--- config.mk ---
export PLATFORM = sky130hd
export DESIGN_NAME = pipe_control
export DESIGN_NICKNAME = d
export VERILOG_FILES = /design/src/cpu_pkg.sv /design/src/pipe_control.sv
export SDC_FILE = /design/constraint.sdc
export NUM_CORES = 1
export LEC_CHECK = 0
export ABC_AREA = 1
export BUFFER_PORTS_ARGS = -buffer_cell sky130_fd_sc_hd__buf_4
export CELL_PAD_IN_SITES_DETAIL_PLACEMENT = 1
export CELL_PAD_IN_SITES_GLOBAL_PLACEMENT = 1
export CORE_MARGIN = 3
export CORE_UTILIZATION = 26
export DETAILED_ROUTE_END_ITERATION = 10
export HOLD_SLACK_MARGIN = 0.02
export PLACE_DENSITY = 0.8
export SYNTH_ARGS = -nofsm -noshare
export SYNTH_HDL_FRONTEND = slang
export SYNTH_SLANG_ARGS = --single-unit
--- constraint.sdc ---
create_clock -name clk -period 1.8 [get_ports clk]
set_input_delay 0.36 -clock clk [delete_from_list [all_inputs] [get_ports clk]]
set_output_delay 0.36 -clock clk [all_outputs]
set_load 0.05 [all_outputs]
--- src/cpu_pkg.sv ---
package cpu_pkg;

  ////////////////////////////////////////////////////////////
  // widths and sizes
  ////////////////////////////////////////////////////////////

  localparam int DATA_WIDTH      = 32;
  localparam int INSTR_WIDTH     = 32;
  localparam int REG_ADDR_WIDTH  = 5;
  localparam int NUM_REGS        = 32;
  localparam int IMM_WIDTH       = 16;
  localparam int IMEM_DEPTH      = 64;
  localparam int DMEM_DEPTH      = 64;
  localparam int IMEM_ADDR_WIDTH = 6;
  localparam int DMEM_ADDR_WIDTH = 6;

  // instruction fields
  localparam int OPCODE_MSB = 31;
  localparam int OPCODE_LSB = 26;
  localparam int RS_MSB     = 25;
  localparam int RS_LSB     = 21;
  localparam int RT_MSB     = 20;
  localparam int RT_LSB     = 16;
  localparam int RD_MSB     = 15;
  localparam int RD_LSB     = 11;

  typedef logic [DATA_WIDTH-1:0]      data_t;
  typedef logic [INSTR_WIDTH-1:0]     instr_t;
  typedef logic [REG_ADDR_WIDTH-1:0]  reg_addr_t;
  typedef logic [IMEM_ADDR_WIDTH-1:0] imem_addr_t;
  typedef logic [DMEM_ADDR_WIDTH-1:0] dmem_addr_t;

  // any code not listed behaves as a nop
  typedef enum logic [5:0] {
    OP_NOP  = 6'd0,
    OP_ADD  = 6'd1,
    OP_SUB  = 6'd2,
    OP_AND  = 6'd3,
    OP_OR   = 6'd4,
    OP_SLT  = 6'd5,
    OP_ADDI = 6'd8,
    OP_LW   = 6'd16,
    OP_SW   = 6'd17
  } opcode_e;

  typedef enum logic [2:0] {
    ALU_ADD,
    ALU_SUB,
    ALU_AND,
    ALU_OR,
    ALU_SLT
  } alu_op_e;

  typedef enum logic [1:0] {
    FWD_REG,
    FWD_EX_MEM,
    FWD_WB
  } fwd_sel_e;

  ////////////////////////////////////////////////////////////
  // pipeline registers
  ////////////////////////////////////////////////////////////

  typedef struct packed {
    alu_op_e alu_op;
    logic    alu_src;
    logic    reg_dst;
    logic    reg_write;
    logic    mem_read;
    logic    mem_write;
  } ctrl_t;

  typedef struct packed {
    logic   valid;
    instr_t instr;
  } if_id_t;

  typedef struct packed {
    logic                 valid;
    ctrl_t                ctrl;
    reg_addr_t            rs;
    reg_addr_t            rt;
    reg_addr_t            dest;
    data_t                rs_data;
    data_t                rt_data;
    logic [IMM_WIDTH-1:0] imm;
  } id_ex_t;

  typedef struct packed {
    logic      valid;
    logic      reg_write;
    logic      mem_read;
    logic      mem_write;
    reg_addr_t dest;
    data_t     alu_result;
    data_t     store_data;
  } ex_mem_t;

  // one register write
  typedef struct packed {
    logic      valid;
    reg_addr_t dest;
    data_t     data;
  } wb_t;

endpackage

--- src/pipe_control.sv ---
module pipe_control import cpu_pkg::*; (
  input  logic      clk,
  input  logic      rst_n,
  input  if_id_t    if_id,
  input  data_t     rs_data,
  input  data_t     rt_data,
  input  ex_mem_t   ex_mem,
  input  wb_t       wb,
  output reg_addr_t rs_addr,
  output reg_addr_t rt_addr,
  output logic      stall,
  output id_ex_t    id_ex,
  output fwd_sel_e  fwd_a,
  output fwd_sel_e  fwd_b
);

  opcode_e   opcode;
  reg_addr_t rd;
  reg_addr_t dest;
  ctrl_t     ctrl;
  logic      uses_rs;
  logic      uses_rt;
  logic      load_hit;

  assign opcode  = opcode_e'(if_id.instr[OPCODE_MSB:OPCODE_LSB]);
  assign rs_addr = if_id.instr[RS_MSB:RS_LSB];
  assign rt_addr = if_id.instr[RT_MSB:RT_LSB];
  assign rd      = if_id.instr[RD_MSB:RD_LSB];

  ////////////////////////////////////////////////////////////
  // decode
  ////////////////////////////////////////////////////////////

  always_comb begin
    ctrl    = '0;
    uses_rs = 1'b0;
    uses_rt = 1'b0;
    case (opcode)
      OP_ADD, OP_SUB, OP_AND, OP_OR, OP_SLT: begin
        ctrl.reg_dst   = 1'b1;
        ctrl.reg_write = 1'b1;
        uses_rs        = 1'b1;
        uses_rt        = 1'b1;
        case (opcode)
          OP_SUB:  ctrl.alu_op = ALU_SUB;
          OP_AND:  ctrl.alu_op = ALU_AND;
          OP_OR:   ctrl.alu_op = ALU_OR;
          OP_SLT:  ctrl.alu_op = ALU_SLT;
          default: ctrl.alu_op = ALU_ADD;
        endcase
      end
      OP_ADDI: begin
        ctrl.alu_src   = 1'b1;
        ctrl.reg_write = 1'b1;
        uses_rs        = 1'b1;
      end
      OP_LW: begin
        ctrl.alu_src   = 1'b1;
        ctrl.reg_write = 1'b1;
        ctrl.mem_read  = 1'b1;
        uses_rs        = 1'b1;
      end
      OP_SW: begin
        ctrl.alu_src   = 1'b1;
        ctrl.mem_write = 1'b1;
        uses_rs        = 1'b1;
        uses_rt        = 1'b1;
      end
      default: ;
    endcase
    dest = ctrl.reg_dst ? rd : rt_addr;
    // r0 is never written, so later stages need no check
    if (dest == '0) begin
      ctrl.reg_write = 1'b0;
    end
  end

  // load-use hazard on the instruction in decode
  assign load_hit = id_ex.valid && id_ex.ctrl.mem_read && id_ex.ctrl.reg_write &&
                    ((uses_rs && id_ex.dest == rs_addr) ||
                     (uses_rt && id_ex.dest == rt_addr));
  assign stall = if_id.valid && load_hit;

  always_ff @(posedge clk) begin
    if (!rst_n) begin
      id_ex.valid <= 1'b0;
      id_ex.ctrl  <= '0;
    end else begin
      id_ex.valid   <= if_id.valid && !stall;
      id_ex.ctrl    <= (if_id.valid && !stall) ? ctrl : '0;
      id_ex.rs      <= rs_addr;
      id_ex.rt      <= rt_addr;
      id_ex.dest    <= dest;
      id_ex.rs_data <= rs_data;
      id_ex.rt_data <= rt_data;
      id_ex.imm     <= if_id.instr[IMM_WIDTH-1:0];
    end
  end

  ////////////////////////////////////////////////////////////
  // forwarding
  ////////////////////////////////////////////////////////////

  // loads in ex_mem have no result yet
  function automatic fwd_sel_e pick_fwd(input reg_addr_t src);
    if (ex_mem.valid && ex_mem.reg_write && !ex_mem.mem_read && ex_mem.dest == src) begin
      return FWD_EX_MEM;
    end
    if (wb.valid && wb.dest == src) begin
      return FWD_WB;
    end
    return FWD_REG;
  endfunction

  always_comb begin
    fwd_a = pick_fwd(id_ex.rs);
    fwd_b = pick_fwd(id_ex.rt);
  end

  // the bubble behind a load never matches again
  a_single_stall: assert property (
    @(posedge clk) disable iff (!rst_n) stall |=> !stall
  ) else $error("stall held for two cycles");

endmodule

After elaboration in Yosys (flattened, before gate mapping)
Cells that the tools add are included.

word-level totals
  input bits = 210
  output and inout bits = 119
  memories kept = 0
  flip-flop bits (word level) = 104
  latch bits = 0
  memory bits (read-only) = 0
  RAM bits = 0

operators by class
  div/mod/pow operators = 0
  equal/unequal tests = 14
  reductions and logical operators = 25
  $add $sub $neg = 0
  order comparisons = 0
  bitwise gates (word level) = 2
  multiplexer cells = 23
  shift operators = 0
  multipliers = 0

operators by type and width
  cell                count
  $eq 5x5->1          6
  $mux 2              8
  $logic_and 1x1->1   13
  $mux 1              13
  $eq 6x2->1 const B  2
  $eq 6x3->1 const B  2
  $eq 6x5->1 const B  2
  $pmux 3 s4          1
  $reduce_or 8->1     1
  $reduce_or 7->1     1
  $eq 6x1->1 const B  1
  $eq 6x4->1 const B  1
  $reduce_or 3->1     2
  $reduce_or 6->1     1
  $logic_not 5->1     1
  $mux 5              1
  $reduce_or 5->1     1
  $reduce_and 3->1    1
  $logic_not 1->1     2
  $not 1->1           2
  $reduce_and 2->1    1
  $logic_or 1x1->1    1

Longest topological paths before layout
Gate-level depths: netlist (run 1).

  word-level depth = 11
  depth in mapped cells = 11

Worst setup path after synthesis (run 1)
Ideal clock, no wire load.

  path kind = reg2out
  start = register id_ex[86] (netlist bit)
  end = output fwd_b[1]
  data required time = 1.440 ns
  stages on the path, launching flop included = 6
  slack = -0.749 ns
  arrival = 2.189 ns
  cell sequence = edfxtp_1 > xor2_1 > nor3_1 > nand3_1 > nor2_1 > nor2_1

between the ends
  longest elaborated chain between the ends = 6
  elaborated cells between the ends (all ways) = 10
  those cells by class = eq/ne: 2; mux: 6; reduce/logical: 2

ends and longest elaborated chain
  what                  RTL line             RTL
  start, declared       pipe_control.sv:12   output id_ex_t id_ex,
  $eq 5x5->1            pipe_control.sv:109  if (wb.valid && wb.dest == src) begin
  $logic_and 1x1->1     pipe_control.sv:109
  $mux 1 (2 in series)  pipe_control.sv:109
  $mux 2                pipe_control.sv:112  return FWD_REG;
  $mux 2 (*)            pipe_control.sv:109
  end, declared         pipe_control.sv:14   output fwd_sel_e fwd_b

Mark *: on every way between the ends. The rest lies on a longest branch, timed or not. The select of a mux whose other input is x is not followed.

Worst setup path in the final report (run 1)
  start = register id_ex[83] (netlist bit)
  end = output stall

between the ends
  longest elaborated chain between the ends = 5
  elaborated cells between the ends (all ways) = 7
  those cells by class = eq/ne: 2; reduce/logical: 5

ends and longest elaborated chain
  what                                         RTL line                                RTL
  $eq 5x5->1, on equally long branches         pipe_control.sv:80, pipe_control.sv:81
  $logic_and 1x1->1, on equally long branches  pipe_control.sv:80, pipe_control.sv:81
  $logic_or 1x1->1 (*)                         pipe_control.sv:80                      ((uses_rs && id_ex.dest == rs_addr) ||
  $logic_and 1x1->1 (*)                        pipe_control.sv:79                      assign load_hit = id_ex.valid && id_ex.ctrl.mem_read && id_ex.ctrl.reg_write &&
  $logic_and 1x1->1 (*)                        pipe_control.sv:82                      assign stall = if_id.valid && load_hit;
  end, declared                                pipe_control.sv:11                      output logic stall,

Mark *: on every way between the ends. The rest lies on a longest branch, timed or not.

==> flow_summary.ini, run 1 <==
[outcome]
status = finished, violations left
violations = setup timing

[layout]
final_nets = 772
largest-register = id_ex
area_delta_synth_final_pct = 64.10
finish.utilization_pct = 44.34
diodes = 0
largestRegisters = id_ex: 104 flops
drive_gt1_share_pct = 56.71
largest_reg_flops = 104
final_cell_area_mm2 = 0.006566

[route]
drtIter0Drc = 105
first_pass_iters = 4
drc = 0
via_per_inst = 4.344
wl_per_cell_um = 17.49
antenna_left = 0
vias = 3258
drt-total-wl_mm = 13.12

[floorplanning]
num_rows = 44
ios = 329
initial_utilization_pct = 27.02
die_y_um = 130.1
die_w_um = 130.1
die-area_mm2 = 0.01691
core_area_mm2 = 0.01481

[global_routing]
grt_pass1_wl_mm = 18.89
grt_pass1_vias = 3519
grt_max_degree = 30
groute.usage.overall_pct = 14.94
grt-ovfl-total = 0
antenna_found_initial = 2

[clocking]
clock_sinks = 104
cts_max_level = 3
cts_hold_buf = 0
path_clk_slew_ns = 0.08
cts_made_buffers = 9
cts_root_buf = clkbuf_16
clockBufferDepth = 2
tritoncts = done
clk_latency_ns = 0.35

[sta]
hold_viol = 0
setup_viol = 5
setup_slack_ns = -0.2775
rsz0062_at_grt = true
skew_ns = 0.006498
finalCritPeriodShare_pct = 115.4
worstMarginPinSlew_ns = 0.4093
slew_violations = 0
slew_headroom_pct = 72.71
setup_tns_ns = -0.8276
fmax_mhz = 481.3
period_minus_slack_ns = 2.078

[placed_design]
place_ws_ns = -0.1418
portBuffers = 231
gp_congestion = 0.8985
place_hpwl_mm = 10.51
placed_area_mm2 = 0.006102

[logic_synthesis]
synth_top_cell_by_area = edfxtp_1
syn_nets = 508
synth_edf_count = 95
synth_commonest_cells = 95 x edfxtp_1, 44 x nand2_1, 39 x inv_1, 28 x nor2_1
yosys_warnings = 0
synth_cell_types = 25
async_flop_share_pct = 0
syn-cell-area_mm2 = 0.004001
synth.most_common_cell = edfxtp_1
syn_inst = 298
ys_seq_area_share_pct = 75.80
synth_flop_cell = edfxtp_1
ys_top_cells_by_area = edfxtp_1 71%, dfxtp_1 4.5%, nand2_1 4.1%
avgSynthCellArea_um2 = 13.43
netlist.area_leader.share_pct = 71.29
synth_seq_cells = 104

[critical_path]
start_kind = flip-flop
crit_type = reg2out
cp_max_fo = 3
required_ns = 1.44
critPathArrivalTime_ns = 1.72
crit_path_end_kind = primary output

[power]
peakVddDrop_uv = 547.8
powerDensity_mw_per_mm2 = 956.2
p_leak_nw = 2.976
power_w = 0.006278

[worst_hold_path]
hp-class = in2reg

[job]
max_cap_violations = 0
cell type report:
type | instances | area (um2)
clock inverter | 6 | 51.30
clock buffer | 9 | 225.2
multi-input combinational | 139 | 808.3
timing repair buffer | 264 | 2053
tap | 184 | 230.2
fill | 1610 | 8243
sequential | 104 | 3033
inverter | 44 | 165.2
critical path: stages (launching register included):
cell,delay (ns)
edfxtp_1,0.42
inv_1,0.08
nand2_1,0.06
nand2_1,0.05
nor2_1,0.12
nand2_1,0.08
nor2_2,0.12
nand2_1,0.06
nand2_1,0.07
nand2_2,0.07
nor2_4,0.08
buf_6,0.16
worst paths after layout:
check,cells after the start,to,slack [ns],from
worst max-delay path,11,stall,-0.28,id_ex[83]
worst min-delay path,1,id_ex[68],0.18,rs_data[20]
worst max register to register,12,id_ex[102],0.26,id_ex[83]
worst min register to register,5,id_ex[103],0.85,id_ex[96]
where the power goes:
part	switching, W	internal [W]	total [W]
registers	0.0000797	0.00283	0.00291
logic	0.000997	0.000521	0.00152
clock network	0.000894	0.000953	0.00185
layout by cell type, fill, tap and decap left out, types with 2 or more instances in the layout:
| master | synthesis | routed |
|---|---|---|
| xor2_1 | 5 | 5 |
| dfxtp_1 | 9 | 9 |
| edfxtp_1 | 95 | 95 |
| xnor2_1 | 8 | 5 |
| or2_2 | 4 | 2 |
| clkinv_4 | 0 | 2 |
| buf_8 | 0 | 4 |
| buf_12 | 0 | 3 |
| inv_1 | 39 | 35 |
| nand3_2 | 4 | 4 |
| nand4_1 | 4 | 4 |
| inv_6 | 0 | 2 |
| a21oi_1 | 5 | 2 |
| nand2_1 | 44 | 44 |
| or2_4 | 0 | 2 |
| clkbuf_16 | 0 | 9 |
| nor2_1 | 28 | 21 |
| nand3_1 | 10 | 10 |
| nor3_2 | 0 | 2 |
| nand2_2 | 2 | 2 |
| inv_2 | 5 | 9 |
| xnor2_2 | 0 | 3 |
| o21ai_1 | 6 | 7 |
| o22ai_1 | 2 | 2 |
| nor2_2 | 5 | 8 |
| buf_4 | 10 | 256 |
| o21ai_0 | 3 | 2 |
| nor2_4 | 2 | 6 |
| a21oi_2 | 0 | 3 |
cell families after synthesis:
family	after synthesis	share of synthesized area [%]
AO/OA/AOI/OAI	18	2.470
XOR/XNOR	13	2.846
buffers and inverters	55	6.285
flip-flops	104	75.80
AND/OR/NAND/NOR	108	12.60
metal layers:
layer / up-vias / GRT usage (%) / wire length [um]
li1: 1522 / - / -
met1: 1565 / 16.13 / 4900
met2: 149 / 26.83 / 6881
met3: 18 / 4.666 / 1041
met4: 4 / 6.540 / 258
met5: - / 0 / 37
metrics by stage:
stage | instances | hold WS (ns)
final | 750 | 0.1779
after global routing | 750 | 0.1588
after CTS | 747 | 0.1615
after detailed placement | 722 | 0.5396
after global placement | 722 | 0.5382
after floorplan | 298 | 0.4589
timing repair:
item                                    in CTS  in global routing
resized for setup                           13                 14
endpoints found under the setup margin       5                  5
pin swaps                                    5                  6
buffers inserted                            10                  3
(Power assumes the default switching activity.)
==> run 2: changes to the inputs <==
--- a/config.mk
+++ b/config.mk
@@ -14,6 +14,7 @@
 export DETAILED_ROUTE_END_ITERATION = 10
 export HOLD_SLACK_MARGIN = 0.02
 export PLACE_DENSITY = 0.8
+export REMOVE_ABC_BUFFERS = 1
 export SYNTH_ARGS = -nofsm -noshare
 export SYNTH_HDL_FRONTEND = slang
 export SYNTH_SLANG_ARGS = --single-unit
==> run 2 against run 1 <==
  * The run still ends with setup timing left
  * Sequential share of layout area increased by 0.66 points
  * Register-to-register slack about the same
  * Fmax increased by 0.32%
  * Via count decreased by 0.74%
  * Die area unchanged
  * Sequential power about the same
  * Count of clock-buffer cells in the layout unchanged
  * Clock power about the same
  * Combinational power about the same
  * Critical path type unchanged
  * Largest power group unchanged
==> flow_summary.ini, run 2 (synthesis results as in run 1) <==
[outcome]
status = finished, violations left
violations = setup timing

[critical_path]
critPathArrivalTime_ns = 1.71
r2r-end = id_ex[100]
rr_startpoint = id_ex[84]
start_kind = flip-flop
r2r_setup_slack_ns = 0.26
required_ns = 1.44
crit_type = reg2out
crit_path_end_kind = primary output
reg2reg_depth = 9
cp_max_fo = 4

[floorplanning]
initial_utilization_pct = 27.02
num_rows = 44
core_area_mm2 = 0.01481
ios = 329
die-area_mm2 = 0.01691
die_y_um = 130.1
die_w_um = 130.1

[layout]
drive_gt1_share_pct = 55.97
largest-register = id_ex
area_delta_synth_final_pct = 61.79
diodes = 0
final_cell_area_mm2 = 0.006474
finish.utilization_pct = 43.71
final_nets = 767
largestRegisters = id_ex: 104 flops
final_cell_mix = 252 x buf_4, 95 x edfxtp_1, 43 x nand2_1
layout_commonest_cell = buf_4
largest_reg_flops = 104

[placed_design]
portBuffers = 231
gp_congestion = 0.8538
place_hpwl_mm = 9.917
placed_area_mm2 = 0.006032

[power]
p_seq_share_pct = 46.4
power_frac_clock_pct = 29.8
p_int_w = 0.004291
p_comb_share_pct = 23.8
p_sw_w = 0.001967
sw_frac_of_total_pct = 31.43
power_w = 0.006259
peakVddDrop_uv = 416.1
powerDensity_mw_per_mm2 = 966.8
p_leak_nw = 2.925

[clocking]
clk_latency_ns = 0.34
cts_root_buf = clkbuf_16
cts_hold_buf = 0
clock_sinks = 104
path_clk_slew_ns = 0.08
cts_made_buffers = 9
clockBufferDepth = 2
cts_max_level = 3
tritoncts = done

[sta]
whs_ns = 0.1779
setup_viol = 5
slew_violations = 0
slew_headroom_pct = 75.13
worstMarginPinSlew_ns = 0.3731
rsz0062_at_grt = true
skew_ns = 0.003511
fmax_mhz = 482.9
setup_tns_ns = -0.7117
finalCritPeriodShare_pct = 115.0
period_minus_slack_ns = 2.071
setup_slack_ns = -0.2708
hold_viol = 0

[route]
wl_per_cell_um = 16.76
vias = 3234
via_per_inst = 4.341
drt-total-wl_mm = 12.49
first_pass_iters = 4
drtIter0Drc = 91
antenna_left = 0
drc = 0

[job]
max_cap_violations = 0

[global_routing]
grt_pass1_wl_mm = 18.26
grt_pass1_vias = 3507
grt_max_degree = 34
groute.usage.overall_pct = 14.34
antenna_found_initial = 0
grt-ovfl-total = 0

[worst_hold_path]
holdCritStartpoint = rt_data[10]
hp-class = in2reg
min_to = id_ex[26]
min_path_cells = 1
[run 2: power by group through the flow]
| stage | registers, W | clock network (W) | logic [W] |
|---|---|---|---|
| finish | 0.00291 | 0.00187 | 0.00149 |
| global route | 0.00292 | 0.00205 | 0.00156 |
| CTS | 0.00291 | 0.00194 | 0.00148 |
| detailed placement | 0.00297 | 0 | 0.00144 |
| global placement | 0.00296 | 0 | 0.00142 |
| floorplan | 0.00358 | 0 | 0.000138 |
[run 2: how the worst max path moves through the flow]
| stage | from | endpoint | slack (ns) | cells after the start |
|---|---|---|---|---|
| finish | id_ex[84] | stall | -0.27 | 10 |
| global route | id_ex[82] | stall | -0.39 | 10 |
| CTS | id_ex[82] | stall | -0.28 | 8 |
| detailed placement | if_id[29] | stall | -0.12 | 11 |
| global placement | if_id[29] | stall | -0.09 | 11 |
| floorplan | id_ex[86] | fwd_b[1] | -0.75 | 5 |
[run 2: stage by stage]
step | setup slack (ns) | cells
2_1_floorplan | -0.7494 | 287
3_3_place_gp | -0.09421 | 719
3_5_place_dp | -0.1196 | 719
4_1_cts | -0.2796 | 744
5_1_grt | -0.3918 | 745
6_report | -0.2708 | 745
[run 2: critical path: stages, from the launching register on]
cell and delay (ns):
edfxtp_1 0.45, nand2_1 0.10, o21ai_1 0.09, nor2_2 0.09, nand2_1 0.07, nor2_2 0.11, nand2_1 0.07, nand2_1 0.07
nand2_2 0.06, nor2_2 0.09, buf_6 0.16
[run 2: timing repair]
item | CTS | global route
endpoints found under the setup margin | 5 | 5
pin swaps | 8 | 10
setup buffers | 10 | 2
resized for setup | 15 | 11
[run 2: final cells by class]
| class | count | area, um2 |
|---|---|---|
| inverters | 44 | 165.2 |
| multi-input cells | 139 | 775.7 |
| fillers | 1613 | 8335 |
| clock buffers | 9 | 225.2 |
| flip-flops and latches | 104 | 3033 |
| repair buffers | 259 | 1992 |
| well taps | 184 | 230.2 |
| clock inverters | 6 | 52.55 |
[run 2: per-layer routing]
| metal | vias up | wire, um | track usage (%) | share of wire, % |
|---|---|---|---|---|
| li1 | 1518 | - | - | - |
| met4 | 0 | 204 | 5.685 | 1.6 |
| met2 | 140 | 6683 | 26.34 | 54 |
| met5 | - | 0 | 0 | 0 |
| met1 | 1560 | 4727 | 15.66 | 38 |
| met3 | 16 | 868 | 3.766 | 7.0 |
==> run 3: changes to the inputs <==
--- a/config.mk
+++ b/config.mk
@@ -11,6 +11,7 @@
 export CELL_PAD_IN_SITES_GLOBAL_PLACEMENT = 1
 export CORE_MARGIN = 3
 export CORE_UTILIZATION = 26
+export CTS_BUF_LIST = sky130_fd_sc_hd__clkbuf_4
 export DETAILED_ROUTE_END_ITERATION = 10
 export HOLD_SLACK_MARGIN = 0.02
 export PLACE_DENSITY = 0.8
==> run 3 against run 2 <==
  * The flow still finishes with violations (setup timing)
  * Routed wire length is 13% higher
  * Clock skew grew 0.0080 ns
  * Register-to-register slack lost 0.07 ns
  * Clock power is 39% lower
  * Critical endpoint unchanged
  * Highest routed layer unchanged
==> flow_summary.ini, run 3 (synthesis results as in run 1) <==
[route]
vias = 3525
wl_met2_mm = 7.692
top_layer = met4
wl_met1_mm = 5.413
drtIter0Drc = 102
wl_met3_um = 714
antenna_left = 0
wl_per_cell_um = 17.30
first_pass_iters = 4
drc = 0
drt-total-wl_mm = 14.06
via_per_inst = 4.336

[sta]
slew_violations = 0
setup_viol = 5
worstMarginPinSlew_ns = 0.3748
finalCritPeriodShare_pct = 126.0
setup_slack_ns = -0.4677
period_minus_slack_ns = 2.268
hold_viol = 0
fmax_mhz = 441.0
skew_ns = 0.01152
slew_headroom_pct = 75.01
rsz0062_at_grt = true

[critical_path]
critPathArrivalTime_ns = 1.91
rr_startpoint = id_ex[82]
crit_type = reg2out
start_kind = flip-flop
r2r_setup_slack_ns = 0.19
required_ns = 1.44
cp_max_fo = 4
crit_path_end_kind = primary output
reg2reg_depth = 9
r2r-end = id_ex[100]

[global_routing]
grt-ovfl-total = 0
groute.usage.overall_pct = 15.55
grt_pass1_wl_mm = 19.79
grt_pass1_vias = 3823
antenna_found_initial = 1
grt_max_degree = 34

[layout]
layout_commonest_cell = buf_4
largest-register = id_ex
final_cell_mix = 252 x buf_4, 95 x edfxtp_1, 65 x dlygate4sd3_1
drive_gt1_share_pct = 50.16
final_nets = 834
largestRegisters = id_ex: 104 flops
largest_reg_flops = 104
area_delta_synth_final_pct = 74.67

[placed_design]
place_hpwl_mm = 9.917
place_ws_ns = -0.1196
gp_congestion = 0.8538
portBuffers = 231

[clocking]
clock_sinks = 104
clk_latency_ns = 0.46
path_clk_slew_ns = 0.16
cts_max_level = 3
cts_made_buffers = 9
cts_root_buf = clkbuf_4
tritoncts = done
clockBufferDepth = 2

[floorplanning]
ios = 329
core_area_mm2 = 0.01481
initial_utilization_pct = 27.02
die_y_um = 130.1
die_w_um = 130.1
num_rows = 44
die-area_mm2 = 0.01691

[worst_hold_path]
min_to = id_ex[50]
holdCritStartpoint = rs_data[2]
min_path_cells = 1
hp-class = in2reg

[outcome]
status = finished, violations left
violations = setup timing

[power]
p_leak_nw = 3.138
power_w = 0.005677
powerDensity_mw_per_mm2 = 812.2
peakVddDrop_uv = 381.4

[job]
max_cap_violations = 0
==> run 3: worst max-delay path: stages (launching register included) <==
cell,delay (ns)
edfxtp_1,0.50
xnor2_1,0.23
nand3_1,0.12
nor2_2,0.15
nand2_1,0.06
nand2_1,0.08
nand2_2,0.06
nor2_2,0.09
buf_6,0.16
==> run 3: final cells by class <==
cell class | instances | area (um2)
clock buffers | 9 | 67.56
repair buffers | 326 | 2665
diodes | 1 | 2.502
multi-input cells | 139 | 773.2
clock inverters | 6 | 52.55
fillers | 1602 | 7820
inverters | 44 | 165.2
flip-flops and latches | 104 | 3033
well taps | 184 | 230.2
==> run 3: worst max-delay path by stage <==
stage               startpoint       end  slack, ns
finish               id_ex[82]     stall      -0.47
detailed placement   if_id[29]     stall      -0.12
floorplan            id_ex[86]  fwd_b[1]      -0.75
global route         id_ex[82]     stall      -0.62
CTS                  id_ex[82]     stall      -0.48
global placement     if_id[29]     stall      -0.09
==> run 3: metal layers <==
metal,vias up,track usage [%]
met5,-,0
met4,0,5.807
met3,16,3.070
met2,146,29.96
met1,1718,16.57
li1,1645,-
==> run 3: stage by stage <==
| stage | instances | hold slack (ns) | instance area (um2) | utilization [%] | setup TNS, ns |
|---|---|---|---|---|---|
| after floorplan | 287 | 0.4589 | 3915 | - | -2.143 |
| after global placement | 719 | 0.5381 | 6032 | 40.73 | -0.09421 |
| after detailed placement | 719 | 0.5393 | 6032 | 40.73 | -0.1274 |
| after CTS | 795 | 0.02035 | 6783 | 45.80 | -1.566 |
| after global routing | 813 | 0.01711 | 6989 | 47.20 | -2.254 |
| final | 813 | 0.07170 | 6989 | 47.20 | -1.555 |
==> run 3: power by group <==
group	total [W]	internal (W)	switching, W	leakage (nW)
registers	0.00291	0.00283	0.0000770	1.00
logic	0.00163	0.000604	0.00102	2.07
clock network	0.00114	0.000299	0.000842	0.0609
==> run 3: repair_timing <==
action | 4_1_cts | 5_1_grt
hold buffers | 51 | 14
resized for setup | 14 | 13
endpoints found under the hold margin | 51 | 14
setup buffers | 10 | 4
setup endpoints to repair | 5 | 5
pin swaps | 11 | 14
